### src/rf_pkg.sv
/* Widths, counts and vector types of the banked warp register file.
   Imported with a wildcard by every RTL module and by the testbench. */
`default_nettype none

package rf_pkg;

    // ##############################
    // Geometry
    // ##############################

    // Threads per warp
    localparam int unsigned LANES     = 4;
    // Bits per lane register
    localparam int unsigned REG_WIDTH = 32;
    // Single-port banks
    localparam int unsigned NUM_BANKS = 4;
    // Registers held by one bank
    localparam int unsigned BANK_ROWS = 8;
    // Architectural registers in total
    localparam int unsigned NUM_REGS  = NUM_BANKS * BANK_ROWS;
    localparam int unsigned BANK_BITS = $clog2(NUM_BANKS);
    localparam int unsigned ROW_BITS  = $clog2(BANK_ROWS);
    // Instruction tag width
    localparam int unsigned TAG_BITS  = 4;

    // Operand slot bit, LSB of a bank tag
    localparam logic SLOT_A = 1'b0;
    localparam logic SLOT_B = 1'b1;

    // ##############################
    // Vector types
    // ##############################

    typedef logic [REG_WIDTH-1:0]        lane_data_t;
    typedef lane_data_t [LANES-1:0]      warp_data_t;
    typedef logic [LANES-1:0]            lane_mask_t;
    // Low bits select the bank, high bits the row
    typedef logic [$clog2(NUM_REGS)-1:0] reg_addr_t;
    typedef logic [BANK_BITS-1:0]        bank_sel_t;
    typedef logic [ROW_BITS-1:0]         row_addr_t;
    typedef logic [TAG_BITS-1:0]         instr_tag_t;
    // Instruction tag on top of the slot bit
    typedef logic [TAG_BITS:0]           bank_tag_t;

endpackage

`default_nettype wire

### src/register_file_bank.sv
/* One single-port bank of the warp register file. Writes only the enabled
   lanes of a row and returns a read one cycle later with its tag. */
`timescale 1ns/1ps
`default_nettype none

module register_file_bank
    import rf_pkg::*;
(
    input  logic       clk_i,
    input  logic       rst_n_i,
    // Masked write
    input  logic       write_valid_i,
    input  row_addr_t  write_row_i,
    input  lane_mask_t write_mask_i,
    input  warp_data_t write_data_i,
    // Read request
    input  logic       read_valid_i,
    input  row_addr_t  read_row_i,
    input  bank_tag_t  read_tag_i,
    // Read response
    output logic       read_valid_o,
    output bank_tag_t  read_tag_o,
    output warp_data_t read_data_o
);

    // ##############################
    // Local parameters
    // ##############################

    localparam int unsigned BYTE_WIDTH     = 8;
    localparam int unsigned BYTES_PER_LANE = REG_WIDTH / BYTE_WIDTH;
    // One enable per byte of the warp register
    localparam int unsigned BE_WIDTH       = LANES * BYTES_PER_LANE;

    typedef logic [BE_WIDTH-1:0] byte_en_t;

    // ##############################
    // Signals
    // ##############################

    // Storage, undefined until written
    warp_data_t mem_q [BANK_ROWS];

    // Lane mask widened to bytes
    byte_en_t   write_be;

    // Response registers
    logic       read_valid_q;
    bank_tag_t  read_tag_q;
    warp_data_t read_data_q;

    // ##############################
    // Byte enables
    // ##############################

    // Each lane bit covers all bytes of that lane
    always_comb begin
        for (int lane = 0; lane < LANES; lane++) begin
            write_be[lane*BYTES_PER_LANE +: BYTES_PER_LANE] =
                {BYTES_PER_LANE{write_mask_i[lane]}};
        end
    end

    // ##############################
    // Storage array
    // ##############################

    // Masked write, byte by byte
    always_ff @(posedge clk_i) begin
        if (write_valid_i) begin
            for (int lane = 0; lane < LANES; lane++) begin
                for (int k = 0; k < BYTES_PER_LANE; k++) begin
                    if (write_be[lane*BYTES_PER_LANE + k]) begin
                        mem_q[write_row_i][lane][k*BYTE_WIDTH +: BYTE_WIDTH] <=
                            write_data_i[lane][k*BYTE_WIDTH +: BYTE_WIDTH];
                    end
                end
            end
        end
    end

    // ##############################
    // Read path
    // ##############################

    // Valid one cycle after the request
    always_ff @(posedge clk_i) begin
        if (!rst_n_i) begin
            read_valid_q <= 1'b0;
        end else begin
            read_valid_q <= read_valid_i;
        end
    end

    // Data and tag captured with the request
    always_ff @(posedge clk_i) begin
        if (read_valid_i) begin
            read_tag_q  <= read_tag_i;
            read_data_q <= mem_q[read_row_i];
        end
    end

    // Never a write and a read in one cycle here
    assign read_valid_o = read_valid_q;
    assign read_tag_o   = read_tag_q;
    assign read_data_o  = read_data_q;

endmodule

`default_nettype wire

### config.mk
export PLATFORM = sky130hd
export DESIGN_NAME = register_file_bank
export DESIGN_NICKNAME = d
export VERILOG_FILES = /design/src/rf_pkg.sv /design/src/register_file_bank.sv
export SDC_FILE = /design/constraint.sdc
export NUM_CORES = 1
export LEC_CHECK = 0
export BUFFER_PORTS_ARGS = -buffer_cell sky130_fd_sc_hd__clkbuf_2
export CORE_UTILIZATION = 47
export CTS_BUF_LIST = sky130_fd_sc_hd__clkbuf_8
export DETAILED_ROUTE_END_ITERATION = 8
export PLACE_DENSITY = 0.73
export SKIP_LAST_GASP = 1
export SYNTH_ARGS = -nofsm -noshare
export SYNTH_HDL_FRONTEND = slang
export SYNTH_SLANG_ARGS = --single-unit
### constraint.sdc
create_clock -name clk_i -period 7.7 [get_ports clk_i]
set_input_delay 0.385 -clock clk_i [delete_from_list [all_inputs] [get_ports clk_i]]
set_output_delay 0.385 -clock clk_i [all_outputs]
set_load 0.05 [all_outputs]
# Word level (Yosys, flattened, before mapping)
# Memory sizes are Yosys's and may differ from the RTL's. A register that Yosys moved wholly into a read port is not among the register bits.
# Cells that the tools add are included.
[classes] n_addsub=0 n_mul=0 n_div=0 n_lt_le_gt_ge=0 eq_ne=0 n_shift=0 n_mux=12 n_bitwise=0 reduce_logical=0
[op_table] operator="1-bit 2-to-1 mux" count=12
[totals] register_bits=6 latchBits=0 ramBits=1024 rom_bits=0 input_bits=147 n_memories=1
[memory_table] name="mem_q" words=8 word_bits=128 read_ports=1 rd_ports_with_merged_regs=1 write_ports=1 line_no="register_file_bank.sv:42" text="warp_data_t mem_q [BANK_ROWS];"

# Longest topological paths before layout
[logic_depth] depth_word=3 ltp_mapped=5 ltp_nobuf=2

# Least setup slack after synthesis
# OpenSTA, ideal clock, no wires.
[synth_timing] path_kind="input -> register" startpoint="in write_row_i[2]" endpoint="mem mem_q[1][0] (netlist name), enable pin" arrival_time_ns=2.259 t_required_ns=7.279 slack_ns=5.020 stages=2 n_path_buf=0 path_cell_list="or3b_2 nor2_1"
[synth_rtl] element="start, declared" line_no="register_file_bank.sv:13" text="input row_addr_t write_row_i,"
[synth_rtl] element="end, declared" line_no="register_file_bank.sv:42"
# Straight into the memory's write port.

==> results_dict.tcl <==
set metrics [dict create \
    cts.repair.resized 0 \
    clkSinkCount 1158 \
    timing.final.crit_period_ns 2.37 \
    met3WireLength_mm 6.02 \
    avgViaCountPerCell 5.44 \
    layout.filler_cells 6581 \
    number_of_antenna_violations_at_the_first_check_in_global_routing 10 \
    cp-start-kind "primary input" \
    root_buffer "clkbuf_8" \
    hold_path.class "in -> reg" \
    most_frequent_cell_after_synthesis "edfxtp_1" \
    crit-reg2reg-capture "read_data_o[30]$_DFFE_PP_" \
    fin_nets 2370 \
    yosys_reg_bits 1158 \
    timing.final.hold_violations 0 \
    drive_gt1_frac 0.372 \
    slew-limit-headroom 0.280 \
    die_width_um 305 \
    io-pin-count 281 \
    drt-met1-wl_mm 35.4 \
    cts_tree "yes" \
    insertion_delay_ns 0.85 \
    regToRegSetupSlack_ns 6.29 \
    grtUsageTotal 0.194 \
    gp_congestion 0.694 \
    ffs_w_async_s_r_synth 0 \
    design.die.area_sq_um 93000 \
    worst_ir_drop_vdd_uv 209 \
    r2r.worst_path.cells 2 \
    p_leak_nw 16.9 \
    post-layout-total-power_w 0.0127 \
    num_rows 110 \
    ys_warn_count 0 \
    numPortBuffers 280 \
    first_pass_grt_wire_length_mm 131 \
    r2r-start "mem_q[1][30]$_DFFE_PP_" \
    cap_viol_max_count 0 \
    timing_worst_setup_path_type "in -> reg" \
    crit_fanout 112 \
    wl_met2_mm 45.4 \
    setup_repair_after_global_routing_missed_its_margin "false" \
    power-per-cell-area_nw_per_um2 251 \
    detailroute.via_count 19200 \
    synth_top_cell_area_share 0.805 \
    synth_instances 1658 \
    clk_transition_reported_paths_ns 0.06 \
    yosys.area.top_type "edfxtp_1" \
    synth_edf_count 1157 \
    primary_flip_flop_cell_chosen_by_synthesis_mapping "edfxtp_1" \
    drtAntennaViolNets 0 \
    hold_path_startpoint "read_row_i[1]" \
    synth.lib_cells_used.distinct 20 \
    synthTopCellsByCount "1157 x edfxtp_1, 184 x mux4_2, 128 x mux2_2, 72 x mux4_1, 32 x nor2_1" \
    ctsLongestPathBuffers 3 \
    number_of_global_route_vias_before_repair 21200 \
    fin_worst_skew_ns 0.0473 \
    fmax_mhz 421 \
    endpoint_kind "flip-flop" \
    worst_hold_path.num_cells 2 \
    largest_net_degree_at_the_start_of_global_routing 159 \
    setup_viol_count_final 0 \
    syn2layout_area_growth_pct 17.0 \
    totalNegativeSetupSlack_ns 0 \
    h_tree_depth 4 \
    maxUsedRoutingLayer "met5" \
    route.detailed.drc 0 \
    critPathRequiredTime_ns 8.28 \
    drt_iter0_markers 1338 \
    avgSynthCellArea_sq_um 26.0 \
    place.detailed.hpwl_mm 45.1 \
    drt-total-wl_mm 88.3 \
    drt_first_pass_iters 5 \
    hold-path-endpoint "read_data_o[126]$_DFFE_PP_" \
    placeableCoreArea_sq_um 90400 \
    initial_core_util 0.477 \
    final_min_period_over_clock_period 0.308 \
    mappedNetlistNets 1805 \
    slew_limit_fails 0 \
    cp.arrival_ns 2.95 \
    syn_area_sq_um 43200 \
    synth_top_area_cells "edfxtp_1 81%, mux4_2 9.6%, mux4_1 4.4%" \
    outcome "completed" \
    max_slew.worst_pin.slew_ns 1.08 \
    grt_overflow 0 \
    synth-seq-area-share 0.806 \
    wire_per_inst_um 25.0 \
    chipHeight_um 305 \
    cts_inserted_buffers 179 \
]
==> state kept, by name, summed over array words and instances, names as in the netlist <==
name / flops
read_valid_o: 1
mem_q: 1024
read_data_o: 128
read_tag_o: 5
==> where the power goes <==
group	switching (W)	internal [W]	total, W
sequential	0.0000503	0.00713	0.00718
clock	0.00230	0.00236	0.00465
combinational	0.000510	0.000314	0.000824
total	0.00286	0.00980	0.0127
==> worst max-delay path, stage by stage <==
cell    delay [ns]
buf_8         0.71
buf_12        0.68
mux4_1        0.65
mux2_2        0.27
==> cell type report <==
type / count / area, sq um / share of cell area
clock buffer: 181 / 2490 / 0.0493
antenna: 2 / 5.00 / 0.0000991
sequential: 1158 / 34800 / 0.689
clock inverter: 130 / 728 / 0.0144
timing repair buffer: 455 / 3110 / 0.0616
tap: 1176 / 1470 / 0.0291
multi-input combinational: 429 / 7920 / 0.157
==> kinds of logic after synthesis <==
logic type	after synthesis	share of synthesized area
multiplexers	384	0.173
AND/OR/NAND/NOR	45	0.00467
flip-flops	1158	0.806
buffers and inverters	71	0.0165
==> per-layer routing <==
layer,GRT usage,vias up
met5,0,-
met1,0.245,10100
met2,0.329,627
met3,0.0503,134
met4,0.0580,16
li1,-,8348
==> placed cells by master (no fill, tap or decap), types with 4 or more instances in the layout <==
cell type,synthesis,layout
buf_4,0,38
bufinv_16,0,5
clkbuf_2,0,276
clkbuf_8,13,181
clkinv_1,0,49
clkinv_2,0,12
clkinv_8,0,4
dlygate4sd3_1,0,135
edfxtp_1,1157,1157
inv_1,0,53
mux2_2,128,128
mux4_1,72,72
mux4_2,184,184
nand2_1,4,4
nor2_4,0,32
==> per-stage QoR <==
| step | setup slack, ns | instances | hold slack (ns) | area [sq um] | utilization |
|---|---|---|---|---|---|
| CTS | 5.37 | 3529 | 0.0786 | 50500 | 0.558 |
| finish | 5.33 | 3531 | 0.157 | 50500 | 0.558 |
| floorplan | 5.02 | 1658 | 0.484 | 43200 | - |
| detailed placement | 4.45 | 3083 | 0.570 | 45900 | 0.508 |
| global route | 5.22 | 3530 | 0.109 | 50500 | 0.558 |
| global placement | 4.52 | 3083 | 0.566 | 45900 | 0.508 |
==> how the worst max path moves through the flow <==
stage                     cells after the start  slack, ns                   endpoint           start
after floorplan                               2       5.02      mem_q[1][0]$_DFFE_PP_  write_row_i[2]
after global placement                        4       4.52  read_data_o[80]$_DFFE_PP_   read_row_i[0]
after detailed placement                      4       4.45  read_data_o[92]$_DFFE_PP_   read_row_i[0]
after CTS                                     4       5.37  read_data_o[92]$_DFFE_PP_   read_row_i[0]
after global routing                          4       5.22  read_data_o[92]$_DFFE_PP_   read_row_i[0]
final                                         4       5.33  read_data_o[92]$_DFFE_PP_   read_row_i[0]
==> repair_timing <==
action | CTS | global route
endpoints found under the hold margin | 1045 | 0
hold buffers | 135 | 0
buffers inserted | 0 | 0
Note: power is estimated with default switching activity, not from simulation.
