==> src/rf_pkg.sv <==
/* Widths, counts and vector types of the banked warp register file.
   Imported with a wildcard by every RTL module and by the testbench. */
`default_nettype none

package rf_pkg;

    // ##############################
    // Geometry
    // ##############################

    // Threads per warp
    localparam int unsigned LANES     = 4;
    // Bits per lane register
    localparam int unsigned REG_WIDTH = 32;
    // Single-port banks
    localparam int unsigned NUM_BANKS = 4;
    // Registers held by one bank
    localparam int unsigned BANK_ROWS = 8;
    // Architectural registers in total
    localparam int unsigned NUM_REGS  = NUM_BANKS * BANK_ROWS;
    localparam int unsigned BANK_BITS = $clog2(NUM_BANKS);
    localparam int unsigned ROW_BITS  = $clog2(BANK_ROWS);
    // Instruction tag width
    localparam int unsigned TAG_BITS  = 4;

    // Operand slot bit, LSB of a bank tag
    localparam logic SLOT_A = 1'b0;
    localparam logic SLOT_B = 1'b1;

    // ##############################
    // Vector types
    // ##############################

    typedef logic [REG_WIDTH-1:0]        lane_data_t;
    typedef lane_data_t [LANES-1:0]      warp_data_t;
    typedef logic [LANES-1:0]            lane_mask_t;
    // Low bits select the bank, high bits the row
    typedef logic [$clog2(NUM_REGS)-1:0] reg_addr_t;
    typedef logic [BANK_BITS-1:0]        bank_sel_t;
    typedef logic [ROW_BITS-1:0]         row_addr_t;
    typedef logic [TAG_BITS-1:0]         instr_tag_t;
    // Instruction tag on top of the slot bit
    typedef logic [TAG_BITS:0]           bank_tag_t;

endpackage

`default_nettype wire

==> src/rf_operand_collector.sv <==
/* Result stage of the register file. Pairs the A and B read responses of
   each instruction and presents both operands in one cycle. */
`timescale 1ns/1ps
`default_nettype none

module rf_operand_collector
    import rf_pkg::*;
(
    input  logic                         clk_i,
    input  logic                         rst_n_i,
    // Bank responses
    input  logic       [NUM_BANKS-1:0]   resp_valid_i,
    input  bank_tag_t  [NUM_BANKS-1:0]   resp_tag_i,
    input  warp_data_t [NUM_BANKS-1:0]   resp_data_i,
    // Operand pair, one-cycle pulse
    output logic                         operands_valid_o,
    output instr_tag_t                   operands_tag_o,
    output warp_data_t                   operand_a_o,
    output warp_data_t                   operand_b_o
);

    // Halves arriving this cycle
    logic       a_arr;
    logic       b_arr;
    instr_tag_t b_tag;
    warp_data_t a_data;
    warp_data_t b_data;
    logic       pair_now;
    logic       pair_held;

    // A half waiting for its deferred B
    logic       held_valid_q;
    warp_data_t held_data_q;

    // ##############################
    // Slot sort
    // ##############################

    // At most one A and one B in flight per cycle
    always_comb begin
        a_arr  = 1'b0;
        b_arr  = 1'b0;
        b_tag  = '0;
        a_data = '0;
        b_data = '0;
        for (int b = 0; b < NUM_BANKS; b++) begin
            if (resp_valid_i[b]) begin
                if (resp_tag_i[b][0] == SLOT_B) begin
                    b_arr  = 1'b1;
                    b_tag  = resp_tag_i[b][TAG_BITS:1];
                    b_data = resp_data_i[b];
                end else begin
                    a_arr  = 1'b1;
                    a_data = resp_data_i[b];
                end
            end
        end
    end

    // ##############################
    // Pair output
    // ##############################

    // Both halves together, or B meeting the held A
    assign pair_now         = a_arr && b_arr;
    assign pair_held        = b_arr && !a_arr && held_valid_q;
    assign operands_valid_o = pair_now || pair_held;
    // Every pair completes with its B half
    assign operands_tag_o   = b_tag;
    assign operand_a_o      = a_arr ? a_data : held_data_q;
    assign operand_b_o      = b_data;

    // Lone A waits one cycle for B
    always_ff @(posedge clk_i) begin
        if (!rst_n_i) begin
            held_valid_q <= 1'b0;
        end else if (a_arr && !b_arr) begin
            held_valid_q <= 1'b1;
        end else if (pair_held) begin
            held_valid_q <= 1'b0;
        end
    end

    always_ff @(posedge clk_i) begin
        if (a_arr && !b_arr) begin
            held_data_q <= a_data;
        end
    end

endmodule

`default_nettype wire

==> config.mk <==
export PLATFORM = sky130hd
export DESIGN_NAME = rf_operand_collector
export DESIGN_NICKNAME = d
export VERILOG_FILES = /design/src/rf_pkg.sv /design/src/rf_operand_collector.sv
export SDC_FILE = /design/constraint.sdc
export NUM_CORES = 1
export LEC_CHECK = 0
export ABC_AREA = 1
export ABC_CLOCK_PERIOD_IN_PS = 13700
export BUFFER_PORTS_ARGS = -buffer_cell sky130_fd_sc_hd__buf_4
export CORE_AREA = 2 2 313 315
export CTS_CLUSTER_SIZE = 25
export DETAILED_ROUTE_END_ITERATION = 6
export DIE_AREA = 0 0 315 317
export HOLD_SLACK_MARGIN = 0.15
export PLACE_DENSITY_LB_ADDON = 0.15
export REMOVE_ABC_BUFFERS = 1
export SLEW_MARGIN = 20
export SYNTH_ARGS = -nofsm -noshare
export SYNTH_HDL_FRONTEND = slang
export SYNTH_SLANG_ARGS = --single-unit
==> constraint.sdc <==
create_clock -name clk_i -period 13.7 [get_ports clk_i]
set_clock_uncertainty 0.05 [all_clocks]
set_input_delay 2.055 -clock clk_i [delete_from_list [all_inputs] [get_ports clk_i]]
set_output_delay 2.055 -clock clk_i [all_outputs]
set_load 0.05 [all_outputs]
# Yosys cells after proc, flatten, opt, wreduce, memory -nomap -nowiden
# Cells that the tools add are included.
# op_classes
mux	43
reduce_logical	8
# op_table
op	n
128-bit two-way mux	17
4-bit two-way mux	8
1-bit two-way mux	18
1-bit logical AND	4
1-bit zero test	2
2-bit nonzero test	1
1-bit logical OR	1
# word_totals
word_cells	56
ff_bits	129
input_bits	538
output_inout_bits	261

# Logic depth before layout (Yosys ltp)
# logic_depth
word_depth	13
mapped_depth	8
depth_no_buf	7

# Least setup slack after synthesis
# No wires, ideal clock.
# synth_path
kind	input-to-reg
from	input resp_valid_i[0]
to	register held_data_q[0] (netlist bit), enable pin
setup_ns	0.498
path_buffers	1
slack_ns	7.526
t_arrival_ns	5.626
t_required_ns	13.152
cell_stages	5
path_cell_list	nand2_1 > inv_2 > buf_2 > nor3_1 > o21a_1
# synth_between
elab_chain_len	9
word_cells_on_any_way	16
cone_classes	mux: 14; reduce/logical: 2
# synth_rtl
element	line_no	text
start, declared	rf_operand_collector.sv:12	input logic [NUM_BANKS-1:0] resp_valid_i,
1-bit two-way mux	rf_operand_collector.sv:47	if (resp_valid_i[b]) begin
1-bit two-way mux	rf_operand_collector.sv:48	if (resp_tag_i[b][0] == SLOT_B) begin
1-bit two-way mux	rf_operand_collector.sv:47	
1-bit two-way mux	rf_operand_collector.sv:48	
1-bit two-way mux	rf_operand_collector.sv:47	
1-bit two-way mux	rf_operand_collector.sv:48	
1-bit two-way mux	rf_operand_collector.sv:47	
1-bit zero test	rf_operand_collector.sv:85	if (a_arr && !b_arr) begin
1-bit logical AND *	rf_operand_collector.sv:85	
end signal, assigned	rf_operand_collector.sv:86	held_data_q <= a_data;
end, declared	rf_operand_collector.sv:33	warp_data_t held_data_q;
# Every way passes the cells marked *; elsewhere a longest branch is shown, timed or not.
# A chain may end at the register's enable or synchronous reset.

==> summary.txt <==
Outcome
  • Outcome: complete, no violations

Clock tree
  • Setup Fix Bufs, Post-CTS: 0
  • CTS tree: yes
  • Worst-Skew Late Latency: between 0.4 and 0.5 ns
  • Clk slew on worst S/H paths: 0.07 ns
  • Cts bufs inserted: 17
  • Root buf cell: clkbuf_16
  • Clock Sinks: 129
  • Max Root-Sink Buffers: 2
  • Htree depth: 4
  • Hold-fix buffers, CTS: 0
  • PostCTS Resize Cnt: 0

Power
  • P_leak: ~0.011 uW
  • Sequential power share: 23.2%
  • Clock Power Share: about a quarter
  • Sw frac: 46.35%
  • Internal: about 1200 uW
  • Net Switching: 1005 uW
  • Power density over cell area: between 90 and 100 nW/um2
  • Gate power share: between 50 and 60%
  • Worst ir drop on vdd: between 0.08 and 0.09 mV

GRT
  • Antenna violations before repair: 15
  • Largest net degree at the start of global routing: between 70 and 80
  • Total GRT Usage: a little under a fifth
  • GRT overflow: 0
  • Vias in the first global route: 20370
  • First-pass GRT wire length: about 140000 um

Setup path
  • Crit-path slowest cell: buf_4
  • CP Launch Type: input port
  • Crit Path Category: in2out
  • Most used cell, CP: buf_4
  • Cell Chain, Critical Path: buf_4, nand2_4, buf_4, inv_4, buf_4, nand2_1, nand2_1, nor2_1, a21oi_1, buf_4
  • Setup crit start: resp_valid_i[2]
  • Worst-path fanout max: 76
  • CP Capture Point: operand_b_o[91]
  • Req. time, crit path: between 10 and 15 ns
  • Reg2reg setup slack: between 10 and 15 ns
  • Reg2reg end: held_valid_q
  • R2R depth: 4
  • Worst path max stage delay: just under 0.8 ns
  • Reg-to-Reg Start: held_valid_q
  • Crit end category: primary output
  • Critical Path AT: 5.17 ns

Layout
  • Final Cell Area: 22630 um2
  • Share of layout cells above drive strength 1: approximately a quarter
  • Multi-input logic area: just under 10000 um2
  • Highest-count cells in the layout ignoring fill and taps: nand2_1 (1051), buf_4 (828), nand3_1 (338), o21ai_0 (319), nor2_1 (250)
  • Commonest non-fill, non-tap cell in the layout: nand2_1
  • Seq. cell area: 3864 um2
  • Nets: 3867
  • Area growth syn-to-layout: 50.65%
  • # fillers: ~11000

Timing
  • Worst-margin pin slew: approximately 1.1 ns
  • Period utilisation layout: 53.13%
  • Fmax: roughly 140 MHz
  • Final Hold Fails: 0
  • Final setup violation count: 0
  • Slew margin rel.: roughly 30%
  • RSZ-0062 raised after global routing: false
  • Setup TNS Final: 0 ns
  • Post-layout min period: 7.279 ns
  • Max Transition Viols Final: 0

Hold path
  • Hold Path Class: reg2reg
  • Hold path startpoint: held_valid_q

Routing
  • Drt first pass iters: 5
  • WL/cell: ~21 um
  • Drt via density: between 4 and 5
  • Initial DRC count: 1314
  • Drt drc: 0
  • DRT antenna net count: 0
  • Detailed-route via count: 20840
  • DRT Wirelength: approximately 99000 um

Yosys
  • Yosys warnings: 0
  • Synth Instances: between 2000 and 3000
  • Seq/Total Area, Yosys: around 26%
  • Post-synth design cell area: 15020 um2
  • Syn_area_per_cell: 5.557 um2
  • Synth Register Bits: 129
  • Yosys cell types: 21

Floorplanning
  • Die width: about 320 um
  • Die height: approximately 320 um
  • Top-Level Pins: between 700 and 800
  • Die area: ~100000 um2
  • Row cnt: between 100 and 150
  • Starting density of the core: 15.60%
  • Core ar.: between 90000 and 100000 um2

Run
  • Max_cap viols: 0

Placement
  • I/O Buffers: 798
  • Post-DP HPWL: around 70000 um
  • DP Area: ~22000 um2
  • Placer Congestion: 0.8578
logic make-up after synthesis:
logic type / count (synthesis) / synth area share, %
compound gates: 564 / 20.17
flops: 129 / 25.72
simple gates: 1650 / 44.17
buf+inv: 360 / 9.937
how the worst min path moves through the flow:
stage / to / cells past startpoint / slack (ns)
global placement: held_valid_q / 4 / 0.50
finish: held_valid_q / 4 / 0.51
detailed placement: held_valid_q / 4 / 0.50
CTS: held_valid_q / 4 / 0.51
global route: held_valid_q / 4 / 0.54
floorplan: held_valid_q / 4 / 0.47
flip-flops by register name (all words and copies together) (netlist names):
register and flops:
held_valid_q 1, held_data_q 128
worst max-delay path, delay by kind of cell:
kind,cells,cell delay [ns]
buffers and inverters,5,2.24
and+or+nand+nor,4,0.47
AOI/OAI and AO/OA,1,0.23
metrics by stage:
stage,hold slack [ns],util (%),worst slack [ns],total power (uW),cells
after floorplan,0.4701,-,2.206,1168,2481
after global placement,0.5044,22.80,6.491,1641,4586
after detailed placement,0.5000,22.80,6.422,1639,4586
after CTS,0.5109,23.47,6.371,2209,4618
after global routing,0.5411,23.49,6.245,2284,4626
final,0.5087,23.50,6.421,2169,4630
per-layer routing:
metal	share of wire, %	up-vias	routed length [um]	global-route usage (%)
li1	-	10080	-	-
met1	41	9924	40810	22.82
met2	50	735	49890	33.35
met3	6.8	91	6808	4.663
met4	1.8	10	1838	5.216
met5	0.068	-	68	0
cells in the mapped netlist:
master / number / area [um2]
nand2_2: 3 / 18.77
nor3_1: 1 / 5.000
inv_1: 134 / 503.0
o21ai_0: 319 / 1597
edfxtp_1: 128 / 3844
nand2_1: 1056 / 3964
inv_2: 4 / 15.01
nand3_1: 338 / 1692
clkbuf_2: 4 / 20.02
o21a_1: 1 / 7.510
clkbuf_1: 98 / 367.9
buf_2: 106 / 530.5
buf_1: 13 / 48.80
nor2_1: 250 / 938.4
a21oi_1: 41 / 205.2
o21ai_1: 121 / 605.6
buf_4: 1 / 7.510
nor2_2: 1 / 6.260
a21o_1: 82 / 615.6
dfxtp_1: 1 / 20.02
nor2_4: 1 / 11.26
layout make-up:
cell class,instances,area share (%)
antenna,12,0.1327
clock buffer,20,1.974
clock inverter,12,0.9067
inverter,138,2.344
multi-input combinational,2214,43.00
sequential,129,17.07
tap,1276,7.055
timing repair buffer,829,27.52
power by group through the flow:
stage	combinational, uW	sequential (uW)	clock [uW]
3_5_place_dp	1130	510	0
5_1_grt	1190	506	584
3_3_place_gp	1130	510	0
4_1_cts	1130	502	575
6_report	1120	502	549
2_1_floorplan	657	511	0
No activity file was read; power rests on OpenSTA's default activity.
