**src/rf_pkg.sv**
```systemverilog
/* Widths, counts and vector types of the banked warp register file.
   Imported with a wildcard by every RTL module and by the testbench. */
`default_nettype none

package rf_pkg;

    // ##############################
    // Geometry
    // ##############################

    // Threads per warp
    localparam int unsigned LANES     = 4;
    // Bits per lane register
    localparam int unsigned REG_WIDTH = 32;
    // Single-port banks
    localparam int unsigned NUM_BANKS = 4;
    // Registers held by one bank
    localparam int unsigned BANK_ROWS = 8;
    // Architectural registers in total
    localparam int unsigned NUM_REGS  = NUM_BANKS * BANK_ROWS;
    localparam int unsigned BANK_BITS = $clog2(NUM_BANKS);
    localparam int unsigned ROW_BITS  = $clog2(BANK_ROWS);
    // Instruction tag width
    localparam int unsigned TAG_BITS  = 4;

    // Operand slot bit, LSB of a bank tag
    localparam logic SLOT_A = 1'b0;
    localparam logic SLOT_B = 1'b1;

    // ##############################
    // Vector types
    // ##############################

    typedef logic [REG_WIDTH-1:0]        lane_data_t;
    typedef lane_data_t [LANES-1:0]      warp_data_t;
    typedef logic [LANES-1:0]            lane_mask_t;
    // Low bits select the bank, high bits the row
    typedef logic [$clog2(NUM_REGS)-1:0] reg_addr_t;
    typedef logic [BANK_BITS-1:0]        bank_sel_t;
    typedef logic [ROW_BITS-1:0]         row_addr_t;
    typedef logic [TAG_BITS-1:0]         instr_tag_t;
    // Instruction tag on top of the slot bit
    typedef logic [TAG_BITS:0]           bank_tag_t;

endpackage

`default_nettype wire

```
**src/rf_bank_decode.sv**
```systemverilog
/* Decode stage of the register file. Maps the write port and the two operand
   reads of an issue onto bank strobes and resolves all bank conflicts. */
`timescale 1ns/1ps
`default_nettype none

module rf_bank_decode
    import rf_pkg::*;
(
    input  logic                         clk_i,
    input  logic                         rst_n_i,
    // Masked write port
    input  logic                         write_valid_i,
    output logic                         write_ready_o,
    input  reg_addr_t                    write_addr_i,
    input  lane_mask_t                   write_mask_i,
    input  warp_data_t                   write_data_i,
    // Issue port
    input  logic                         issue_valid_i,
    output logic                         issue_ready_o,
    input  reg_addr_t                    issue_src_a_i,
    input  reg_addr_t                    issue_src_b_i,
    input  instr_tag_t                   issue_tag_i,
    // Per-bank strobes
    output logic       [NUM_BANKS-1:0]   bank_wr_valid_o,
    output row_addr_t  [NUM_BANKS-1:0]   bank_wr_row_o,
    output lane_mask_t [NUM_BANKS-1:0]   bank_wr_mask_o,
    output warp_data_t [NUM_BANKS-1:0]   bank_wr_data_o,
    output logic       [NUM_BANKS-1:0]   bank_rd_valid_o,
    output row_addr_t  [NUM_BANKS-1:0]   bank_rd_row_o,
    output bank_tag_t  [NUM_BANKS-1:0]   bank_rd_tag_o
);

    // ##############################
    // Address split
    // ##############################

    bank_sel_t  wr_bank;
    row_addr_t  wr_row;
    bank_sel_t  a_bank;
    row_addr_t  a_row;
    bank_sel_t  b_bank;
    row_addr_t  b_row;
    logic       same_bank;
    logic       write_fire;
    logic       issue_fire;

    // Deferred B read of a same-bank pair
    logic       pend_valid_q;
    bank_sel_t  pend_bank_q;
    row_addr_t  pend_row_q;
    instr_tag_t pend_tag_q;

    assign wr_bank   = write_addr_i[BANK_BITS-1:0];
    assign wr_row    = write_addr_i[BANK_BITS +: ROW_BITS];
    assign a_bank    = issue_src_a_i[BANK_BITS-1:0];
    assign a_row     = issue_src_a_i[BANK_BITS +: ROW_BITS];
    assign b_bank    = issue_src_b_i[BANK_BITS-1:0];
    assign b_row     = issue_src_b_i[BANK_BITS +: ROW_BITS];
    // Also true when A and B name one register
    assign same_bank = (a_bank == b_bank);

    // ##############################
    // Arbitration
    // ##############################

    // Pending B owns its bank this cycle
    assign write_ready_o = !(pend_valid_q && (wr_bank == pend_bank_q));
    // Pending B blocks issue, then any write into an operand bank
    assign issue_ready_o = !pend_valid_q &&
                           !(write_valid_i && ((wr_bank == a_bank) || (wr_bank == b_bank)));

    assign write_fire = write_valid_i && write_ready_o;
    assign issue_fire = issue_valid_i && issue_ready_o;

    // Fan-out to the banks
    always_comb begin
        bank_wr_valid_o = '0;
        bank_rd_valid_o = '0;
        for (int b = 0; b < NUM_BANKS; b++) begin
            // Write payload broadcast, strobe picks the bank
            bank_wr_row_o[b]  = wr_row;
            bank_wr_mask_o[b] = write_mask_i;
            bank_wr_data_o[b] = write_data_i;
            bank_rd_row_o[b]  = '0;
            bank_rd_tag_o[b]  = '0;
        end

        if (write_fire) begin
            bank_wr_valid_o[wr_bank] = 1'b1;
        end

        // Second half of a conflicting pair
        if (pend_valid_q) begin
            bank_rd_valid_o[pend_bank_q] = 1'b1;
            bank_rd_row_o[pend_bank_q]   = pend_row_q;
            bank_rd_tag_o[pend_bank_q]   = {pend_tag_q, SLOT_B};
        end

        // A always goes out in the accept cycle
        if (issue_fire) begin
            bank_rd_valid_o[a_bank] = 1'b1;
            bank_rd_row_o[a_bank]   = a_row;
            bank_rd_tag_o[a_bank]   = {issue_tag_i, SLOT_A};
            // B too unless it shares the bank
            if (!same_bank) begin
                bank_rd_valid_o[b_bank] = 1'b1;
                bank_rd_row_o[b_bank]   = b_row;
                bank_rd_tag_o[b_bank]   = {issue_tag_i, SLOT_B};
            end
        end
    end

    // ##############################
    // Pending B register
    // ##############################

    // Lives for exactly one cycle
    always_ff @(posedge clk_i) begin
        if (!rst_n_i) begin
            pend_valid_q <= 1'b0;
        end else begin
            pend_valid_q <= issue_fire && same_bank;
        end
    end

    always_ff @(posedge clk_i) begin
        if (issue_fire) begin
            pend_bank_q <= b_bank;
            pend_row_q  <= b_row;
            pend_tag_q  <= issue_tag_i;
        end
    end

endmodule

`default_nettype wire

```
**config.mk**
```make
export PLATFORM = sky130hd
export DESIGN_NAME = rf_bank_decode
export DESIGN_NICKNAME = d
export VERILOG_FILES = /design/src/rf_pkg.sv /design/src/rf_bank_decode.sv
export SDC_FILE = /design/constraint.sdc
export NUM_CORES = 1
export LEC_CHECK = 0
export ABC_AREA = 0
export CORE_AREA = 2 2 283 285
export DETAILED_ROUTE_END_ITERATION = 7
export DIE_AREA = 0 0 285 287
export DONT_BUFFER_PORTS = 1
export PLACE_DENSITY_LB_ADDON = 0.15
export SYNTH_ARGS = -nofsm -noshare
export SYNTH_HDL_FRONTEND = slang
export SYNTH_SLANG_ARGS = --single-unit
```
**constraint.sdc**
```tcl
create_clock -name clk_i -period 1.6 [get_ports clk_i]
set_input_delay 0.16 -clock clk_i [delete_from_list [all_inputs] [get_ports clk_i]]
set_output_delay 0.16 -clock clk_i [all_outputs]
set_load 0.005 [all_outputs]
```
Word level (Yosys, flattened, before mapping)
Index checks and enable logic that the tools add are counted.
{"block": "totals", "regBits": 10, "latchBits": 0, "mem_bits_rw": 0, "rom_bits": 0, "input_bits": 155, "output_inout_bits": 582, "wordCells": 68, "memories": 0}
{"block": "op_classes", "n_addsub": 0, "multipliers": 0, "div_mod_pow": 0, "order_cmp": 8, "n_eq_ne": 4, "n_shift": 0, "mux": 34, "bitwise": 4, "reduce_logical": 14}
{"cell": "$mux 20", "n": 3}
{"cell": "$bwmux 20", "n": 2}
{"cell": "$mux 12", "n": 3}
{"cell": "$demux 5 s2", "n": 3}
{"cell": "$bwmux 12", "n": 2}
{"cell": "$and 20x20->20", "n": 1}
{"cell": "$demux 3 s2", "n": 3}
{"cell": "$mux 4", "n": 4}
{"cell": "$mux 5", "n": 3}
{"cell": "$and 12x12->12", "n": 1}
{"cell": "$lt 2x3->1 const B", "n": 4}
{"cell": "$logic_and 1x1->1", "n": 10}
{"cell": "$mux 3", "n": 3}
{"cell": "$demux 1 s2", "n": 4}
{"cell": "$eq 2x2->1", "n": 4}
{"cell": "$ge 2x1->1 const B", "n": 4}
{"cell": "$or 4x4->4", "n": 2}
{"cell": "$mux 1", "n": 4}
{"cell": "$logic_not 1->1", "n": 3}
{"cell": "$logic_or 1x1->1", "n": 1}

Logic depth before layout (Yosys ltp)
{"block": "depth", "ltp_word": 10, "depth_mapped": 6, "depth_no_buf": 4}

Worst setup path before layout
OpenSTA, ideal clock, no wires.
{"block": "synth_timing", "path_type": "register to register", "start": "reg pend_valid_q", "end": "reg pend_bank_q[0] (enable)", "setup_time_ns": 0.309, "t_arrival_ns": 1.119, "t_required_ns": 1.291, "path_slack_ns": 0.173, "path_stages_with_launch": 6, "path_buffers": 2, "path_cell_list": "dfxtp_1 -> buf_2 -> nor2b_1 -> clkbuf_1 -> o21ai_4 -> inv_2"}
{"block": "synth_via", "elab_chain_cells": 3}
{"element": "from (decl)", "line_no": "rf_bank_decode.sv:48", "rtl": "logic pend_valid_q;"}
{"element": "from (signal assigned)", "line_no": "rf_bank_decode.sv:122", "rtl": "pend_valid_q <= issue_fire && same_bank;"}
{"element": "$logic_not 1->1", "line_no": "rf_bank_decode.sv:69", "rtl": "assign issue_ready_o = !pend_valid_q &&"}
{"element": "$logic_and 1x1->1", "line_no": "rf_bank_decode.sv:69"}
{"element": "$logic_and 1x1->1", "line_no": "rf_bank_decode.sv:73", "rtl": "assign issue_fire = issue_valid_i && issue_ready_o;"}
{"element": "named net issue_fire", "line_no": "rf_bank_decode.sv:45", "rtl": "logic issue_fire;"}
{"element": "to (signal assigned)", "line_no": "rf_bank_decode.sv:128", "rtl": "pend_bank_q <= b_bank;"}
{"element": "to (decl)", "line_no": "rf_bank_decode.sv:49", "rtl": "bank_sel_t pend_bank_q;"}
The timed path passes the listed nets, and every way through them passes these cells.
A chain may end at the register's enable or synchronous reset.

==> flow_summary.ini <==
[routing]
routed-wl-met2_mm = 9.21
via_count = 1901
wl_per_cell_um = 16.4
wl_met1_mm = 4.00
drt-initial-drc-count = 106
top_layer = met4
drt_pass1_iterations = 4
avgViaCountPerCell = 1.56
ant_nets = 0
drt-total-wl_mm = 20.1
wl_met3_mm = 5.65
drc = 0

[synth]
ys_seq_area_share_pct = 5.47
syn-num-nets = 841
async_flop_share_pct = 0
synth_edf_count = 9
netlist_instances = 686
yosysWarnings = 0
syn_avg_cell_area_sq_um = 7.74
synthFlopType = edfxtp_1
synth_seq_cells = 10
synth_area_sq_mm = 0.00531
synthDistinctLibCells = 40

[job]
cap_violations = 0

[cells_and_area]
layout.cells.most_common = nand2_1
antenna_cells = 0
fillers = 9407
syn_to_final_growth_pct = -41.0
utilization_pct = 3.99
multi_input_area_sq_mm = 0.00110
final_layout_size_suffix_gt1_share_pct = 50.0
layout_common_cells = nand2_1, buf_4, a22o_1, dlygate4sd3_1, edfxtp_1
regArea_sq_um = 292
fin_nets = 328

[sta]
period_share_pct = 97.0
maxSlewHeadroom_pct = 26.9
rsz0062_at_grt = yes
max_freq_ghz = 0.644
worst_hold_slack_ns = 0.0504
finalSetupViolations = 0
tightest_slew_ns = 1.09
clock_skew_ns = 0.00288
period_minus_slack_ns = 1.55
finalHoldViolCount = 0
maxSlewViolCount = 0

[place]
routabilityCongestion = 0.623
dp_hpwl_mm = 17.4
io_buffers = 0

[floorplanning]
die_area_sq_mm = 0.0818
start_util_pct = 6.75
ios = 737
coreArea_sq_mm = 0.0786
fp.dieW_um = 285
num_rows = 103
die_h_um = 287

[worst_setup_path]
crit_required_ns = 1.44
crit_fanout = 5
arrival_ns = 1.39
critical_path_class = flop to primary output
path_common_cell = buf_6
critPathCaptureType = primary output
start_kind = flop
cp_cell_sequence = buf_6 > and3b_2 > buf_6 > a22o_1
critPathMaxStageDelay_ns = 0.39
cp_slowest_cell = edfxtp_1

[outcome]
status = finished, final reports clean

[grt]
grt_pass1_wl_mm = 24.5
grt-ovfl-total = 0
grt_pass1_vias = 2136
antenna_found_initial = 0
grt_usage_pct = 4.53
grt_max_degree = 14

[power_and_ir_drop]
ir_drop_uv = 252
power.density_mw_per_mm2 = 416
p_leak_nw = 0.663

[clocking]
cts_root_buffer = clkbuf_16
cts_buffer_depth = 2
path_clk_slew_ns = 0.05
cts_htree_levels = 1
cts_sinks = 10
cts_made_buffers = 3
clk_latency_ns = 0.25
cts_tree = yes

[hold_path]
holdCritPathClass = input pin to flop
[critical path, delay by kind of cell, from the launching register on]
kind | cells | cell delay [ns]
buf+inv | 2 | 0.30
simple gates | 1 | 0.24
flops | 1 | 0.39
compound gates | 1 | 0.22
[metrics by stage]
| step | total power, mW | std cells | setup TNS [ns] | area (sq um) | setup slack [ns] |
|---|---|---|---|---|---|
| 5_1_grt | 1.38 | 1222 | -0.0551 | 3130 | -0.0136 |
| 2_1_floorplan | 1.68 | 686 | 0 | 5310 | 0.173 |
| 3_3_place_gp | 0.684 | 1196 | 0 | 2580 | 0.0993 |
| 3_5_place_dp | 0.674 | 1196 | 0 | 2580 | 0.116 |
| 4_1_cts | 1.26 | 1214 | 0 | 2910 | 0.00333 |
| 6_report | 1.30 | 1222 | 0 | 3130 | 0.0476 |
[where the power goes]
group          internal [mW]  switching [mW]  total, mW
registers              0.309          0.0223      0.332
logic                  0.206           0.270      0.476
clock network          0.338           0.156      0.494
[worst paths after layout]
check                  from           endpoint  slack [ns]  cells after the start
max reg2reg    pend_valid_q      pend_tag_q[3]        0.28                      4
min reg2reg    pend_valid_q       pend_valid_q        0.96                      5
max          pend_bank_q[1]  bank_rd_tag_o[14]        0.05                      4
min                 rst_n_i       pend_valid_q        0.05                      2
[final cells by class]
type                       count  share of cell area, %
clock buffer                   4                   2.52
tap                         1050                   41.9
sequential                    10                   9.31
multi-input combinational    119                   35.3
timing repair buffer          35                   10.5
inverter                       4                  0.479
[cells by family (layout without fill, tap and decap cells)]
kind of cell    count (synthesis)  count (layout)  share of synthesized area (%)
xor+xnor                        8               8                           2.10
flops                          10              10                           5.47
compound gates                 51              51                           8.53
simple gates                   60              60                           5.63
buf+inv                       557              43                           78.3
[flip-flops by register name (all words and copies together) (netlist names)]
name / cells
pend_tag_q: 4
pend_row_q: 3
pend_valid_q: 1
pend_bank_q: 2
[timing repair]
item                                   4_1_cts  5_1_grt
buffers inserted                             6        7
resized for setup                           23       30
setup endpoints to repair                   35       36
hold buffers                                 8        1
pin swaps                                    1        8
endpoints found under the hold margin        8        1
[synth_stat cells (2+ instances only)]
cell type    n  area [sq um]
inv_1        2          7.51
o221ai_1    11          96.3
o21ai_1      4          20.0
buf_2        3          15.0
and2_1       4          25.0
a21oi_1      3          15.0
nand3_1      4          20.0
nor3b_1      2          15.0
inv_2        2          7.51
nor3_1       2          10.0
buf_6        3          33.8
nand2b_1     3          18.8
a22o_1      16           140
nand2_1     29           109
xnor2_1      4          35.0
nor2_1       7          26.3
o211ai_2     3          37.5
edfxtp_1     9           270
nor2b_1      3          18.8
o22ai_1      2          12.5
xor2_2       3          48.8
a21oi_2      4          35.0
buf_4      542          4070
o21bai_1     2          15.0
clkbuf_1     4          15.0
[routing by layer]
metal / vias to the layer above / global-route usage, %
met5: - / 0.174
met4: 0 / 2.74
met3: 82 / 5.80
met2: 471 / 7.21
met1: 750 / 2.66
li1: 598 / -
No activity file was read; power rests on OpenSTA's default activity.
